==> src/rtl/uart_frame_pkg.sv <==
// shared types and constants for the "&&payload&&" UART framing subsystem
// message struct, configuration register map, delimiter and length limits
`default_nettype none

package uart_frame_pkg;

	// longest payload a frame may carry
	localparam int unsigned msg_max_bytes = 16;

	// length field wide enough for 0..msg_max_bytes
	localparam int unsigned len_w = 5;

	// delimiter byte, sent twice before and twice after the payload
	localparam logic [7:0] delim_char = 8'h26;

	// one whole message
	// data[0] goes out on the line first
	typedef struct packed {
		logic [len_w-1:0]              len;
		logic [msg_max_bytes-1:0][7:0] data;
	} frame_msg_t;

	// configuration register map
	typedef enum logic [1:0] {
		reg_divisor        = 2'd0,
		reg_timeout        = 2'd1,
		reg_frames_ok      = 2'd2,
		reg_frames_dropped = 2'd3
	} cfg_addr_t;

	// smallest divisor the byte engines accept
	localparam logic [15:0] min_divisor = 16'd4;

endpackage

`default_nettype wire

==> src/rtl/frame_packer.sv <==
// message to byte sequencer
// opening "&&", payload bytes in order, closing "&&", each over valid/ready
`timescale 1ns/10ps
`default_nettype none

module frame_packer (
	input  logic                       sys_clk,
	input  logic                       sys_rst_n,
	input  uart_frame_pkg::frame_msg_t tx_msg,
	input  logic                       tx_valid,
	output logic                       tx_ready,
	output logic [7:0]                 tx_byte,
	output logic                       tx_byte_valid,
	input  logic                       tx_byte_ready
);
	import uart_frame_pkg::*;

	typedef enum logic [1:0] {
		st_idle,
		st_open,
		st_payload,
		st_close
	} pk_state_t;

	pk_state_t        state;
	frame_msg_t       msg_q;
	logic [len_w-1:0] idx;
	logic             byte_done;

	// true if any byte inside len is the delimiter
	function automatic logic has_delim(input frame_msg_t m);
		logic hit;
		hit = 1'b0;
		for (int i = 0; i < msg_max_bytes; i++) begin
			if (i < m.len && m.data[i] == delim_char)
				hit = 1'b1;
		end
		return hit;
	endfunction

	assign tx_ready      = (state == st_idle);
	assign tx_byte_valid = (state != st_idle);
	assign tx_byte       = (state == st_payload) ? msg_q.data[idx[3:0]] : delim_char;
	assign byte_done     = tx_byte_valid && tx_byte_ready;

	always_ff @(posedge sys_clk or negedge sys_rst_n) begin
		if (!sys_rst_n) begin
			state <= st_idle;
			idx   <= '0;
		end else begin
			case (state)
				st_idle: if (tx_valid) begin
					state <= st_open;
					idx   <= '0;
				end
				st_open: if (byte_done) begin
					idx <= idx[0] ? '0 : idx + 1'b1;
					if (idx[0])
						state <= st_payload;
				end
				st_payload: if (byte_done) begin
					if (idx == msg_q.len - 1'b1) begin
						idx   <= '0;
						state <= st_close;
					end else begin
						idx <= idx + 1'b1;
					end
				end
				default: if (byte_done) begin
					idx <= idx[0] ? '0 : idx + 1'b1;
					if (idx[0])
						state <= st_idle;
				end
			endcase
		end
	end

	always_ff @(posedge sys_clk) begin
		if (tx_valid && tx_ready)
			msg_q <= tx_msg;
	end

	a_len_range: assert property (
		@(posedge sys_clk) disable iff (!sys_rst_n)
		(tx_valid && tx_ready) |-> (tx_msg.len >= 1 && tx_msg.len <= msg_max_bytes)
	);

	// no escaping, so a delimiter in the payload would end the frame early
	a_no_delim_in_payload: assert property (
		@(posedge sys_clk) disable iff (!sys_rst_n)
		(tx_valid && tx_ready) |-> !has_delim(tx_msg)
	);

endmodule

`default_nettype wire

==> src/rtl/frame_unpacker.sv <==
// byte stream to message
// hunts for "&&", collects payload until the closing pair, holds the result
// drops on overlength, stop-bit error, stray delimiter or idle timeout
`timescale 1ns/10ps
`default_nettype none

module frame_unpacker (
	input  logic                       sys_clk,
	input  logic                       sys_rst_n,
	input  logic [7:0]                 rx_byte,
	input  logic                       rx_byte_valid,
	input  logic                       rx_byte_err,
	input  logic [15:0]                divisor,
	input  logic [15:0]                timeout,
	output uart_frame_pkg::frame_msg_t rx_msg,
	output logic                       rx_valid,
	input  logic                       rx_ready,
	output logic                       frame_ok,
	output logic                       frame_drop
);
	import uart_frame_pkg::*;

	typedef enum logic [1:0] {
		st_hunt,
		st_payload,
		st_hold
	} up_state_t;

	up_state_t        state;
	logic             amp_seen;
	logic [len_w-1:0] cnt;
	logic [15:0]      idle_cyc;
	logic [15:0]      idle_bits;
	logic             bit_tick;
	logic             timed_out;
	logic             is_delim;
	logic             store;

	assign rx_valid  = (state == st_hold);
	assign is_delim  = (rx_byte == delim_char);
	assign bit_tick  = (idle_cyc == divisor - 16'd1);
	assign timed_out = (state == st_payload) && !rx_byte_valid && bit_tick &&
		(idle_bits >= timeout);
	// plain payload byte with room left
	assign store = (state == st_payload) && rx_byte_valid && !rx_byte_err &&
		!is_delim && !amp_seen && (cnt < msg_max_bytes);

	// idle gap measured in bit times since the last byte
	always_ff @(posedge sys_clk or negedge sys_rst_n) begin
		if (!sys_rst_n) begin
			idle_cyc  <= '0;
			idle_bits <= '0;
		end else if (state != st_payload || rx_byte_valid) begin
			idle_cyc  <= '0;
			idle_bits <= '0;
		end else if (bit_tick) begin
			idle_cyc  <= '0;
			idle_bits <= idle_bits + 16'd1;
		end else begin
			idle_cyc <= idle_cyc + 16'd1;
		end
	end

	always_ff @(posedge sys_clk or negedge sys_rst_n) begin
		if (!sys_rst_n) begin
			state      <= st_hunt;
			amp_seen   <= 1'b0;
			cnt        <= '0;
			frame_ok   <= 1'b0;
			frame_drop <= 1'b0;
		end else begin
			frame_ok   <= 1'b0;
			frame_drop <= 1'b0;
			case (state)
				st_hunt: if (rx_byte_valid) begin
					amp_seen <= !rx_byte_err && is_delim;
					if (!rx_byte_err && is_delim && amp_seen) begin
						state    <= st_payload;
						amp_seen <= 1'b0;
						cnt      <= '0;
					end
				end
				st_payload: begin
					if (timed_out) begin
						frame_drop <= 1'b1;
						state      <= st_hunt;
						amp_seen   <= 1'b0;
					end else if (rx_byte_valid) begin
						if (rx_byte_err || (amp_seen && !is_delim) ||
							(!is_delim && cnt == msg_max_bytes) ||
							(is_delim && amp_seen && cnt == '0)) begin
							frame_drop <= 1'b1;
							state      <= st_hunt;
							amp_seen   <= 1'b0;
						end else if (is_delim && amp_seen) begin
							frame_ok <= 1'b1;
							state    <= st_hold;
							amp_seen <= 1'b0;
						end else if (is_delim) begin
							amp_seen <= 1'b1;
						end else begin
							cnt <= cnt + 1'b1;
						end
					end
				end
				default: if (rx_ready)
					state <= st_hunt;
			endcase
		end
	end

	// message buffer is cleared at each opening pair
	always_ff @(posedge sys_clk) begin
		if (state == st_hunt && rx_byte_valid && !rx_byte_err && is_delim && amp_seen) begin
			rx_msg <= '0;
		end else if (store) begin
			rx_msg.data[cnt[3:0]] <= rx_byte;
		end else if (state == st_payload && rx_byte_valid && is_delim && amp_seen) begin
			rx_msg.len <= cnt;
		end
	end

endmodule

`default_nettype wire

==> src/rtl/uart_cfg_regs.sv <==
// configuration register block
// divisor and idle timeout registers, saturating frame counters, read-back mux
`timescale 1ns/10ps
`default_nettype none

module uart_cfg_regs #(
	parameter logic [15:0] default_div     = 16'd8,
	parameter logic [15:0] default_timeout = 16'd20
) (
	input  logic                   sys_clk,
	input  logic                   sys_rst_n,
	input  logic                   cfg_we,
	input  uart_frame_pkg::cfg_addr_t cfg_addr,
	input  logic [15:0]            cfg_wdata,
	output logic [15:0]            cfg_rdata,
	input  logic                   frame_ok,
	input  logic                   frame_drop,
	output logic [15:0]            divisor,
	output logic [15:0]            timeout
);
	import uart_frame_pkg::*;

	logic [15:0] frames_ok_cnt;
	logic [15:0] frames_drop_cnt;

	// writable registers, read-only addresses fall through
	always_ff @(posedge sys_clk or negedge sys_rst_n) begin
		if (!sys_rst_n) begin
			divisor <= default_div;
			timeout <= default_timeout;
		end else if (cfg_we) begin
			case (cfg_addr)
				reg_divisor: divisor <= (cfg_wdata < min_divisor) ? min_divisor : cfg_wdata;
				reg_timeout: timeout <= cfg_wdata;
				default: ;
			endcase
		end
	end

	// status counters stick at all ones
	always_ff @(posedge sys_clk or negedge sys_rst_n) begin
		if (!sys_rst_n) begin
			frames_ok_cnt   <= '0;
			frames_drop_cnt <= '0;
		end else begin
			if (frame_ok && frames_ok_cnt != 16'hffff)
				frames_ok_cnt <= frames_ok_cnt + 16'd1;
			if (frame_drop && frames_drop_cnt != 16'hffff)
				frames_drop_cnt <= frames_drop_cnt + 16'd1;
		end
	end

	always_comb begin
		case (cfg_addr)
			reg_divisor:   cfg_rdata = divisor;
			reg_timeout:   cfg_rdata = timeout;
			reg_frames_ok: cfg_rdata = frames_ok_cnt;
			default:       cfg_rdata = frames_drop_cnt;
		endcase
	end

endmodule

`default_nettype wire

==> src/rtl/uart_frame_top.sv <==
// framed UART subsystem top level
// register block, frame packer and unpacker, UART byte engines
`timescale 1ns/10ps
`default_nettype none

module uart_frame_top #(
	parameter logic [15:0] default_div     = 16'd8,
	parameter logic [15:0] default_timeout = 16'd20
) (
	input  logic                       sys_clk,
	input  logic                       sys_rst_n,
	input  uart_frame_pkg::frame_msg_t tx_msg,
	input  logic                       tx_valid,
	output logic                       tx_ready,
	output uart_frame_pkg::frame_msg_t rx_msg,
	output logic                       rx_valid,
	input  logic                       rx_ready,
	input  logic                       cfg_we,
	input  uart_frame_pkg::cfg_addr_t  cfg_addr,
	input  logic [15:0]                cfg_wdata,
	output logic [15:0]                cfg_rdata,
	input  logic                       uart_rx_line,
	output logic                       uart_tx_line
);

	logic [15:0] divisor;
	logic [15:0] timeout;
	logic        frame_ok;
	logic        frame_drop;

	// packer to serializer
	logic [7:0]  tx_byte;
	logic        tx_byte_valid;
	logic        tx_byte_ready;

	// deserializer to unpacker, no back-pressure
	logic [7:0]  rx_byte;
	logic        rx_byte_valid;
	logic        rx_byte_err;

	uart_cfg_regs #(
		.default_div     (default_div),
		.default_timeout (default_timeout)
	) u_cfg_regs (
		.sys_clk    (sys_clk),
		.sys_rst_n  (sys_rst_n),
		.cfg_we     (cfg_we),
		.cfg_addr   (cfg_addr),
		.cfg_wdata  (cfg_wdata),
		.cfg_rdata  (cfg_rdata),
		.frame_ok   (frame_ok),
		.frame_drop (frame_drop),
		.divisor    (divisor),
		.timeout    (timeout)
	);

	frame_packer u_packer (
		.sys_clk       (sys_clk),
		.sys_rst_n     (sys_rst_n),
		.tx_msg        (tx_msg),
		.tx_valid      (tx_valid),
		.tx_ready      (tx_ready),
		.tx_byte       (tx_byte),
		.tx_byte_valid (tx_byte_valid),
		.tx_byte_ready (tx_byte_ready)
	);

	uart_tx u_uart_tx (
		.sys_clk       (sys_clk),
		.sys_rst_n     (sys_rst_n),
		.divisor       (divisor),
		.tx_byte       (tx_byte),
		.tx_byte_valid (tx_byte_valid),
		.tx_byte_ready (tx_byte_ready),
		.line          (uart_tx_line)
	);

	uart_rx u_uart_rx (
		.sys_clk       (sys_clk),
		.sys_rst_n     (sys_rst_n),
		.divisor       (divisor),
		.line          (uart_rx_line),
		.rx_byte       (rx_byte),
		.rx_byte_valid (rx_byte_valid),
		.rx_byte_err   (rx_byte_err)
	);

	frame_unpacker u_unpacker (
		.sys_clk       (sys_clk),
		.sys_rst_n     (sys_rst_n),
		.rx_byte       (rx_byte),
		.rx_byte_valid (rx_byte_valid),
		.rx_byte_err   (rx_byte_err),
		.divisor       (divisor),
		.timeout       (timeout),
		.rx_msg        (rx_msg),
		.rx_valid      (rx_valid),
		.rx_ready      (rx_ready),
		.frame_ok      (frame_ok),
		.frame_drop    (frame_drop)
	);

endmodule

`default_nettype wire

==> src/rtl/uart_rx.sv <==
// UART byte deserializer, 8N1
// two-flop synchronizer, start-bit check at half a bit, mid-bit sampling,
// stop-bit error flag
`timescale 1ns/10ps
`default_nettype none

module uart_rx (
	input  logic        sys_clk,
	input  logic        sys_rst_n,
	input  logic [15:0] divisor,
	input  logic        line,
	output logic [7:0]  rx_byte,
	output logic        rx_byte_valid,
	output logic        rx_byte_err
);

	typedef enum logic [1:0] {
		st_idle,
		st_start,
		st_data,
		st_stop
	} rx_state_t;

	rx_state_t   state;
	logic        line_meta;
	logic        line_sync;
	logic        line_prev;
	logic [15:0] baud_cnt;
	logic [2:0]  bit_cnt;
	logic        half_end;
	logic        bit_end;

	assign half_end = (baud_cnt == (divisor >> 1) - 16'd1);
	assign bit_end  = (baud_cnt == divisor - 16'd1);

	// line is asynchronous to sys_clk
	always_ff @(posedge sys_clk or negedge sys_rst_n) begin
		if (!sys_rst_n) begin
			line_meta <= 1'b1;
			line_sync <= 1'b1;
			line_prev <= 1'b1;
		end else begin
			line_meta <= line;
			line_sync <= line_meta;
			line_prev <= line_sync;
		end
	end

	always_ff @(posedge sys_clk or negedge sys_rst_n) begin
		if (!sys_rst_n) begin
			state         <= st_idle;
			baud_cnt      <= '0;
			bit_cnt       <= '0;
			rx_byte_valid <= 1'b0;
			rx_byte_err   <= 1'b0;
		end else begin
			rx_byte_valid <= 1'b0;
			baud_cnt      <= baud_cnt + 16'd1;
			case (state)
				st_idle: begin
					baud_cnt <= '0;
					if (line_prev && !line_sync)
						state <= st_start;
				end
				st_start: if (half_end) begin
					// glitch shorter than half a bit is ignored
					baud_cnt <= '0;
					bit_cnt  <= '0;
					state    <= line_sync ? st_idle : st_data;
				end
				st_data: if (bit_end) begin
					baud_cnt <= '0;
					bit_cnt  <= bit_cnt + 3'd1;
					if (bit_cnt == 3'd7)
						state <= st_stop;
				end
				default: if (bit_end) begin
					// middle of the stop bit
					rx_byte_valid <= 1'b1;
					rx_byte_err   <= !line_sync;
					state         <= st_idle;
				end
			endcase
		end
	end

	// data shifts in lsb first at each data bit middle
	always_ff @(posedge sys_clk) begin
		if (state == st_data && bit_end)
			rx_byte <= {line_sync, rx_byte[7:1]};
	end

	a_valid_single_cycle: assert property (
		@(posedge sys_clk) disable iff (!sys_rst_n)
		rx_byte_valid |=> !rx_byte_valid
	);

endmodule

`default_nettype wire

==> src/rtl/uart_tx.sv <==
// UART byte serializer, 8N1
// own baud counter, valid/ready byte input, registered line output
`timescale 1ns/10ps
`default_nettype none

module uart_tx (
	input  logic        sys_clk,
	input  logic        sys_rst_n,
	input  logic [15:0] divisor,
	input  logic [7:0]  tx_byte,
	input  logic        tx_byte_valid,
	output logic        tx_byte_ready,
	output logic        line
);

	logic        busy;
	logic [15:0] div_q;
	logic [15:0] baud_cnt;
	logic [3:0]  bit_cnt;
	// stop, data lsb first, start; bit 0 is on the line
	logic [9:0]  shift_q;
	logic        bit_end;

	assign tx_byte_ready = !busy;
	assign bit_end       = (baud_cnt == div_q - 16'd1);
	assign line          = shift_q[0];

	always_ff @(posedge sys_clk or negedge sys_rst_n) begin
		if (!sys_rst_n) begin
			busy     <= 1'b0;
			div_q    <= 16'd4;
			baud_cnt <= '0;
			bit_cnt  <= '0;
			shift_q  <= '1;
		end else if (!busy) begin
			if (tx_byte_valid) begin
				// divisor held for the whole byte
				busy     <= 1'b1;
				div_q    <= divisor;
				baud_cnt <= '0;
				bit_cnt  <= '0;
				shift_q  <= {1'b1, tx_byte, 1'b0};
			end
		end else if (bit_end) begin
			baud_cnt <= '0;
			// ones shift in, so the line rests high afterwards
			shift_q  <= {1'b1, shift_q[9:1]};
			if (bit_cnt == 4'd9)
				busy <= 1'b0;
			else
				bit_cnt <= bit_cnt + 4'd1;
		end else begin
			baud_cnt <= baud_cnt + 16'd1;
		end
	end

	// idle engine never leaves the line low
	a_idle_line_high: assert property (
		@(posedge sys_clk) disable iff (!sys_rst_n)
		tx_byte_ready |-> line
	);

endmodule

`default_nettype wire

==> config.mk <==
export PLATFORM = sky130hd
export DESIGN_NAME = uart_frame_top
export DESIGN_NICKNAME = d
export VERILOG_FILES = /design/src/rtl/uart_frame_pkg.sv /design/src/rtl/frame_packer.sv /design/src/rtl/frame_unpacker.sv /design/src/rtl/uart_cfg_regs.sv /design/src/rtl/uart_frame_top.sv /design/src/rtl/uart_rx.sv /design/src/rtl/uart_tx.sv
export SDC_FILE = /design/constraint.sdc
export NUM_CORES = 1
export LEC_CHECK = 0
export BUFFER_PORTS_ARGS = -buffer_cell sky130_fd_sc_hd__buf_2
export CORE_ASPECT_RATIO = 1.75
export CORE_UTILIZATION = 58
export CTS_BUF_LIST = sky130_fd_sc_hd__clkbuf_8 sky130_fd_sc_hd__clkbuf_16
export DETAILED_ROUTE_END_ITERATION = 12
export PLACE_DENSITY = 0.86
export SYNTH_ARGS = -nofsm -noshare
export SYNTH_HDL_FRONTEND = slang
export SYNTH_SLANG_ARGS = --single-unit
==> constraint.sdc <==
create_clock -name sys_clk -period 4.5 [get_ports sys_clk]
set_input_delay 1.35 -clock sys_clk [delete_from_list [all_inputs] [get_ports sys_clk]]
set_output_delay 1.35 -clock sys_clk [all_outputs]
set_load 0.01 [all_outputs]
==> results of run 1 <==
worst paths after layout:
path | startpoint | endpoint | slack (ns) | cells after the start
max | u_cfg_regs.divisor[1] | u_unpacker.idle_bits[15] | 0.29 | 10
min | u_uart_rx.line_meta | u_uart_rx.line_sync | 0.38 | 0
max reg2reg | u_cfg_regs.divisor[1] | u_unpacker.idle_bits[15] | 0.29 | 10
min reg2reg | u_uart_rx.line_meta | u_uart_rx.line_sync | 0.38 | 0
max in group asynchronous | sys_rst_n | u_unpacker.idle_bits[1] | 2.82 | 2
min in group asynchronous | sys_rst_n | u_uart_tx.baud_cnt[9] | 0.71 | 1
worst max-delay path, stage by stage, from the launching register on:
cell       delay (ns)
dfrtp_1          0.49
inv_1            0.14
ha_1             0.36
nor4b_2          0.59
o22ai_1          0.19
a2111oi_0        0.46
o211ai_1         0.15
or4_4            0.56
or4b_1           0.67
or3_1            0.36
a21oi_1          0.16
state kept, by name, summed over array words and instances, names as in the netlist, 2 cells and up:
| name | cells |
|---|---|
| u_uart_tx.div_q | 16 |
| u_unpacker.idle_bits | 16 |
| u_uart_rx.baud_cnt | 16 |
| u_uart_tx.bit_cnt | 4 |
| u_cfg_regs.divisor | 16 |
| u_unpacker.cnt | 5 |
| u_uart_rx.state | 2 |
| u_packer.idx | 5 |
| u_cfg_regs.timeout | 16 |
| u_uart_rx.rx_byte | 8 |
| u_unpacker.state | 2 |
| u_uart_tx.shift_q | 9 |
| u_uart_rx.bit_cnt | 3 |
| u_cfg_regs.frames_drop_cnt | 16 |
| u_unpacker.rx_msg | 133 |
| u_uart_tx.baud_cnt | 16 |
| u_packer.msg_q | 133 |
| u_packer.state | 2 |
| u_cfg_regs.frames_ok_cnt | 16 |
| u_unpacker.idle_cyc | 16 |
area by class of cell:
cell class,instances,area [um2]
clock inverters,28,325
inverters,60,228
flip-flops and latches,459,11500
clock buffers,51,1210
well taps,475,594
diodes,8,20.0
multi-input cells,1352,9480
fillers,2583,11600
repair buffers,349,1890
power by group:
part / total, mW / internal, mW / switching (mW)
Sequential: 5.36 / 4.84 / 0.521
Clock: 3.92 / 2.28 / 1.65
Combinational: 2.33 / 1.12 / 1.21
Total: 11.6 / 8.23 / 3.37
placed cells by master (no fill, tap or decap), drive strengths merged, types with 44 or more instances in the layout:
cell type / count
clkbuf: 51
o21ai: 55
mux4: 56
edfxtp: 141
nand2: 250
a21oi: 132
xor2: 57
mux2i: 68
inv: 72
dfrtp: 169
ha: 44
nand3: 102
dfxtp: 133
mux2: 44
xnor2: 88
nor2: 148
buf: 349
metal layers:
metal  up-vias  track usage [%]  routed length (um)
met4         0             21.3                4190
met2       798             56.1               31200
met5         -                0                   0
met1      8284             33.0               20700
met3       253             6.43                4040
li1       7617                -                   -
kinds of logic (layout without fill, tap and decap cells):
group	Yosys count	count (layout)	share of synthesized area, %
xor+xnor	150	150	6.37
simple gates	713	713	15.8
buf+inv	185	488	3.30
other cells	0	8	0
compound gates	277	277	7.64
mux	168	168	11.2
flops	459	459	53.2
fa+ha+maj	44	44	2.53
through the flow:
stage               setup slack [ns]  hold WS [ns]  utilization [%]  power, mW  cell area (um2)
global route                  0.0357         0.380             68.6       12.0            25300
finish                         0.287         0.377             68.6       11.6            25300
floorplan                     0.0154         0.345                -       6.94            21700
CTS                            0.336         0.380             68.5       11.6            25300
global placement               0.478         0.363             64.4       7.55            23700
detailed placement             0.357         0.356             64.4       7.70            23700
==> flow_summary.ini, run 1 <==
[global_route]
grt_use_total_pct = 31.5
grt_start_max_net_pins = 102
grt_overflow = 0
grt_pass1_wl_um = 92800
grt_antenna_before_repair = 7
grt_pass1_vias = 17300

[synthesis]
synth_edf_count = 141
synth-seq-cells = 459
synth_cells = 1996
syn-cell-area_um2 = 21700
synth_cell_types = 73
yosys-top-cells-area = edfxtp_1, dfrtp_1, dfxtp_1
synth_ff_type = dfrtp_1
ys_seq_area_share_pct = 53.2
syn_nets = 2197
async_flop_share_pct = 40.3
yosysMostFrequentCell = nand2_1
yosys_warnings = 0
yosysTopAreaCell = edfxtp_1
syn_area_per_cell_um2 = 10.9
ys_top_cells_by_count = nand2_1, dfrtp_1, nor2_1, edfxtp_1, dfxtp_1
netlist.area_leader.share_pct = 19.5

[clock_tree]
post_cts_buffers = 0
cts_made_buffers = 44
clock_sinks = 459
post_cts_resized = 0
h-tree-depth = 2
clock_path_buffers = 3
cts_tree = done
clkTransAtPathRegs_ns = 0.07
root_buffer = clkbuf_16
clk_latency_ns = 0.58
postCtsHoldBufs = 0

[power_and_ir_drop]
vdd_drop_max_uv = 485
power.leakage_nw = 10.6
power_density_nw_per_um2 = 459

[timing]
fin_crit_sh_pct = 93.6
setup_tns_ns = 0
finalCriticalPeriod_ns = 4.21
max_freq_mhz = 237
fin_skew_ns = 0.0252
worst_pin_slew_ns = 1.19
report.final.slew_viol_count = 0
relSlewSlack_pct = 20.4
hold_violations = 0
rsz0062_at_grt = false
setup_viol = 0

[hold_path]
min-delay-path-class = flop to flop

[placed_design]
hpwl_um = 41500
numPortBuffers = 308
globalplace.congestion = 0.956
post-place-cells = 2695

[run]
maxCapViolCount = 0

[setup_path]
cp-start-kind = flop
crit_required_ns = 4.97
critPathArrivalTime_ns = 4.69
crit_type = flop to flop
worstSetupEndpointType = flop
critPathMaxFanout = 10

[floorplan]
die_w_um = 148
dieHeight_um = 258
start_util_pct = 58.9
rows = 93
dieArea_um2 = 38300
ioPinCount = 309
fp.coreArea_um2 = 36900

[routing]
routed_via_density = 6.09
vias = 17000
routed_wl_um = 60100
ant_nets = 0
drt_iter0_drc = 1084
wl_per_cell_um = 21.6
route.detailed.drc = 0
drtPass1Iterations = 5

[outcome]
outcome = finished clean

[layout]
syn_to_final_growth_pct = 16.5
final_nets = 2467
finalNonFillerCells = 2782
layout-drive-gt1-share_pct = 24.2
Note: power is estimated with default switching activity, not from simulation.
==> run 2: changes to the inputs <==
--- a/config.mk
+++ b/config.mk
@@ -7,10 +7,10 @@
 export LEC_CHECK = 0
 export BUFFER_PORTS_ARGS = -buffer_cell sky130_fd_sc_hd__buf_2
 export CORE_ASPECT_RATIO = 1.75
-export CORE_UTILIZATION = 58
+export CORE_UTILIZATION = 45
 export CTS_BUF_LIST = sky130_fd_sc_hd__clkbuf_8 sky130_fd_sc_hd__clkbuf_16
 export DETAILED_ROUTE_END_ITERATION = 12
-export PLACE_DENSITY = 0.86
+export PLACE_DENSITY = 0.7
 export SYNTH_ARGS = -nofsm -noshare
 export SYNTH_HDL_FRONTEND = slang
 export SYNTH_SLANG_ARGS = --single-unit
==> run 2 against run 1 <==
Via count fell by 3.7%. Power is 1.4% lower. Critical path depth did not move. Sequential cell count unchanged. Critical path type unchanged. Critical endpoint is now u_unpacker.idle_bits[13]. Clock power fell by 1%. Wire length decreased by 5.5%.
==> flow_summary.ini, run 2 (same netlist as run 1, synthesis figures left out) <==
[outcome]
outcome = finished clean

[layout]
fill_cells = 4108
largestRegisters = u_packer.msg_q x133, u_unpacker.rx_msg x133
regArea_um2 = 11500
layout-drive-gt1-share_pct = 24.5
final_common_cell = buf_2
final_nets = 2467
utilization_pct = 53.3
finalNonFillerCells = 2901
multi_input_area_um2 = 9480
layout_common_cells = buf_2, nand2_1, dfrtp_1
syn_to_final_growth_pct = 17.1

[power_and_ir_drop]
p_int_mw = 8.13
clkPwrFrac_pct = 33.8
seqPwrFrac_pct = 46.3
vdd_drop_max_uv = 392
power_density_nw_per_um2 = 450
switching_share_pct = 29.0
power.leakage_nw = 10.6
p_sw_mw = 3.31
p_comb_share_pct = 20.0

[routing]
wl_met1_um = 20700
ant_nets = 0
routed_wl_um = 56800
met3_length_um = 3110
vias = 16300
route.detailed.drc = 0
drtPass1Iterations = 5
routed_via_density = 5.63
top_layer_used = met4
drt_iter0_drc = 1001
met2WireLength_um = 29700
wl_per_cell_um = 19.6

[clock_tree]
cts_tree = done
root_buffer = clkbuf_16
cts_made_buffers = 44
clock_path_buffers = 3
h-tree-depth = 2
post_cts_resized = 0
postCtsHoldBufs = 0
clkTransAtPathRegs_ns = 0.07
post_cts_buffers = 0
clock_sinks = 459
clk_latency_ns = 0.58

[global_route]
grt_pass1_vias = 16800
grt_antenna_before_repair = 6
grt_pass1_wl_um = 89100
grt_overflow = 0
grt_use_total_pct = 23.0
grt_start_max_net_pins = 97

[timing]
timing.hold.ws_ns = 0.356
setup_viol = 0
worst_pin_slew_ns = 1.01
max_freq_mhz = 239
hold_violations = 0
relSlewSlack_pct = 32.5
fin_crit_sh_pct = 93.1
setup_tns_ns = 0
report.final.slew_viol_count = 0
fin_skew_ns = 0.0319
rsz0062_at_grt = false
finalCriticalPeriod_ns = 4.19

[floorplan]
rows = 106
ioPinCount = 309
dieArea_um2 = 49200
dieHeight_um = 293
die_w_um = 168
start_util_pct = 45.5
fp.coreArea_um2 = 47700

[hold_path]
holdPathEnd = u_uart_rx.line_sync
min-delay-path-class = flop to flop
holdPathStages = 0
holdCritStartpoint = u_uart_rx.line_meta

[setup_path]
critPathMaxFanout = 9
regToRegSetupSlack_ns = 0.31
worstSetupEndpointType = flop
reg2reg_to = u_unpacker.idle_bits[13]
crit_type = flop to flop
rr_startpoint = u_cfg_regs.divisor[1]
r2r_cells = 10
critPathArrivalTime_ns = 4.65
crit_required_ns = 4.97
cp-start-kind = flop

[placed_design]
numPortBuffers = 308
globalplace.congestion = 0.930
hpwl_um = 41100
post-place-cells = 2814

[run]
maxCapViolCount = 0
-- run 2: changes by cell type in the layout (fill, tap and decap cells not counted), moves of 2 or more --
cell | before | now
bufinv_16 | 6 | 3
diode_2 | 8 | 6
clkinv_1 | 3 | 0
inv_1 | 68 | 66
clkbuf_16 | 45 | 47
clkinv_4 | 0 | 4
clkinv_2 | 4 | 8
clkinvlp_4 | 0 | 2
-- run 2: metal layers --
metal  vias to the layer above  GRT usage (%)
met5                         -              0
met4                         0           13.3
met3                       182           4.31
met2                       592           42.0
met1                      7930           24.6
li1                       7626              -
-- run 2: how the worst max path moves through the flow --
stage | from | depth (start not counted) | slack (ns) | end
after global placement | u_cfg_regs.divisor[1] | 10 | 0.49 | u_unpacker.idle_bits[13]
after detailed placement | u_cfg_regs.divisor[1] | 10 | 0.36 | u_unpacker.idle_bits[13]
after global routing | u_cfg_regs.divisor[1] | 10 | 0.05 | u_unpacker.idle_bits[13]
after floorplan | tx_valid | 2 | 0.02 | u_packer.msg_q[0]
final | u_cfg_regs.divisor[1] | 10 | 0.31 | u_unpacker.idle_bits[13]
after CTS | u_cfg_regs.divisor[1] | 10 | 0.34 | u_unpacker.idle_bits[13]
-- run 2: area by class of cell --
cell class,count,area share (%)
repair buffers,349,7.44
multi-input cells,1352,37.3
clock inverters,28,1.07
clock buffers,53,4.95
inverters,60,0.895
flip-flops and latches,459,45.4
diodes,6,0.0590
well taps,594,2.92
-- run 2: through the flow --
stage / setup slack [ns] / cell area [um2] / power [mW]
global route: 0.0493 / 25400 / 12.0
detailed placement: 0.358 / 23900 / 7.67
floorplan: 0.0154 / 21700 / 6.94
global placement: 0.490 / 23900 / 7.55
CTS: 0.337 / 25400 / 11.5
finish: 0.311 / 25400 / 11.4
-- run 2: power by group through the flow --
stage	registers, mW	logic [mW]	clock network (mW)
finish	5.29	2.28	3.87
global route	5.35	2.51	4.11
CTS	5.29	2.30	3.95
detailed placement	5.38	2.29	0
global placement	5.34	2.21	0
floorplan	5.13	1.81	0
-- run 2: critical path: stages (launching register included) --
cell	delay, ns
dfrtp_1	0.53
inv_1	0.17
ha_1	0.18
nor4b_2	0.74
o22ai_1	0.19
a2111oi_0	0.44
o211ai_1	0.15
or4_4	0.56
or4b_1	0.64
or3_1	0.35
a21oi_1	0.15
==> run 3: changes to the inputs <==
--- a/config.mk
+++ b/config.mk
@@ -6,9 +6,9 @@
 export NUM_CORES = 1
 export LEC_CHECK = 0
 export BUFFER_PORTS_ARGS = -buffer_cell sky130_fd_sc_hd__buf_2
-export CORE_ASPECT_RATIO = 1.75
+export CORE_ASPECT_RATIO = 0.8
 export CORE_UTILIZATION = 45
-export CTS_BUF_LIST = sky130_fd_sc_hd__clkbuf_8 sky130_fd_sc_hd__clkbuf_16
+export CTS_BUF_LIST = sky130_fd_sc_hd__clkbuf_4 sky130_fd_sc_hd__clkbuf_8 sky130_fd_sc_hd__clkbuf_16
 export DETAILED_ROUTE_END_ITERATION = 12
 export PLACE_DENSITY = 0.7
 export SYNTH_ARGS = -nofsm -noshare
==> run 3 against run 2 <==
The run now ends with design-rule violations left. Global-route usage shrank 0.54 points. Worst setup slack gained 0.011 ns. Sequential power is essentially flat. Clock-buffer cell count grew 15. Clock skew shrank 0.0078 ns. Final area grew 0.21%. Die area is essentially flat. Combinational power is essentially flat. First-iteration DRC count grew 16%. Clock power is essentially flat. Largest cell class unchanged. Critical path depth is the same.
==> flow_summary.ini, run 3 (same netlist as run 1, synthesis figures left out) <==
[floorplan]
dieArea_um2 = 49200
rows = 71
die_w_um = 248
start_util_pct = 45.9
fp.coreArea_um2 = 47300
ioPinCount = 309
dieHeight_um = 198

[timing]
hold_violations = 0
setup_viol = 0
fin_crit_sh_pct = 92.8
fin_skew_ns = 0.0242
max_freq_mhz = 239
relSlewSlack_pct = 17.8
setup_tns_ns = 0
finalCriticalPeriod_ns = 4.18
rsz0062_at_grt = false
worst_pin_slew_ns = 1.23
finalWorstSetupSlack_ns = 0.322
report.final.slew_viol_count = 0

[run]
maxCapViolCount = 0

[clock_tree]
clk_latency_ns = 0.59
clock_sinks = 459
root_buffer = clkbuf_16
post_cts_resized = 0
cts_made_buffers = 46
post_cts_buffers = 0
postCtsHoldBufs = 0
clkTransAtPathRegs_ns = 0.06
h-tree-depth = 2
cts_tree = done
clock_path_buffers = 3

[routing]
drtPass1Iterations = 9
vias = 16300
wl_per_cell_um = 18.8
ant_nets = 0
routed_via_density = 5.57
drt_iter0_drc = 1160
route.detailed.drc = 4
routed_wl_um = 55200

[global_route]
grt_antenna_before_repair = 1
grt_use_total_pct = 22.5
grt_overflow = 0
grt_pass1_vias = 15800
grt_pass1_wl_um = 86600
grt_start_max_net_pins = 134

[setup_path]
regToRegSetupSlack_ns = 0.32
critPathArrivalTime_ns = 4.68
worstSetupEndpointType = flop
crit_type = flop to flop
r2r_cells = 10
rr_startpoint = u_cfg_regs.divisor[1]
cp-start-kind = flop
crit_required_ns = 5.00
critPathMaxFanout = 11
reg2reg_to = u_unpacker.idle_bits[5]

[outcome]
outcome = complete, but fails checks
violations = design-rule violations

[placed_design]
preCtsSetupSlack_ns = 0.409
numPortBuffers = 308
hpwl_um = 39200
globalplace.congestion = 0.928

[layout]
layout_common_cells = buf_2, nand2_1, dfrtp_1
final_common_cell = buf_2
layout-drive-gt1-share_pct = 24.9
utilization_pct = 53.8
largestRegisters = u_packer.msg_q x133, u_unpacker.rx_msg x133
syn_to_final_growth_pct = 17.4
final_nets = 2470
fill_cells = 4040

[hold_path]
holdCritStartpoint = u_uart_rx.line_meta
holdPathEnd = u_uart_rx.line_sync
min-delay-path-class = flop to flop
holdPathStages = 0

[power_and_ir_drop]
power.leakage_nw = 10.6
power_density_nw_per_um2 = 450
power.total_mw = 11.5
vdd_drop_max_uv = 486
-- run 3: changes by cell type in the layout (fill, tap and decap cells not counted), sizes merged --
cell	previous run	this run
clkbuf	53	68
clkinvlp	2	3
buf	349	350
diode	6	2
clkinv	14	9
inv	69	63
bufinv	3	2
-- run 3: worst max-delay path by stage --
stage	start	end	slack, ns	cells past startpoint
after floorplan	tx_valid	u_packer.msg_q[0]	0.02	2
after global placement	u_cfg_regs.divisor[1]	u_unpacker.idle_bits[13]	0.51	10
after detailed placement	u_cfg_regs.divisor[1]	u_unpacker.idle_bits[5]	0.41	10
after CTS	u_cfg_regs.divisor[1]	u_unpacker.idle_bits[5]	0.38	10
after global routing	u_cfg_regs.divisor[1]	u_unpacker.idle_bits[8]	0.04	10
final	u_cfg_regs.divisor[1]	u_unpacker.idle_bits[5]	0.32	10
-- run 3: critical path, stage by stage (launching register included) --
cell and delay (ns):
dfrtp_1 0.38, inv_1 0.09, ha_1 0.16, nor4b_2 0.88
o22ai_1 0.20, a2111oi_0 0.51, o211ai_1 0.17, or4_4 0.56
or4b_1 0.63, or3_1 0.36, a21oi_1 0.14
-- run 3: area by class of cell --
type / instances / area, um2 / area share [%]
diodes: 2 / 5.00 / 0.0196
clock buffers: 68 / 1380 / 5.43
clock inverters: 17 / 158 / 0.618
inverters: 60 / 228 / 0.893
multi-input cells: 1352 / 9480 / 37.2
flip-flops and latches: 459 / 11500 / 45.3
well taps: 620 / 776 / 3.04
repair buffers: 350 / 1910 / 7.51
-- run 3: metal layers --
| metal | share of wire [%] | vias up | GRT usage (%) |
|---|---|---|---|
| met5 | 0 | - | 0 |
| met4 | 2.8 | 0 | 7.66 |
| met3 | 7.2 | 102 | 4.60 |
| met2 | 46 | 586 | 34.9 |
| met1 | 44 | 7963 | 31.3 |
| li1 | - | 7655 | - |
-- run 3: per-stage QoR --
step / hold slack [ns] / std cells / cell area, um2
2_1_floorplan: 0.345 / 1996 / 21700
3_3_place_gp: 0.347 / 2841 / 23900
3_5_place_dp: 0.347 / 2841 / 23900
4_1_cts: 0.356 / 2926 / 25500
5_1_grt: 0.364 / 2927 / 25500
6_report: 0.355 / 2928 / 25500
-- run 3: power breakdown --
part	internal [mW]	switching, mW	leakage (nW)
registers	4.84	0.469	4.80
logic	1.11	1.16	5.03
clock network	2.26	1.65	0.775
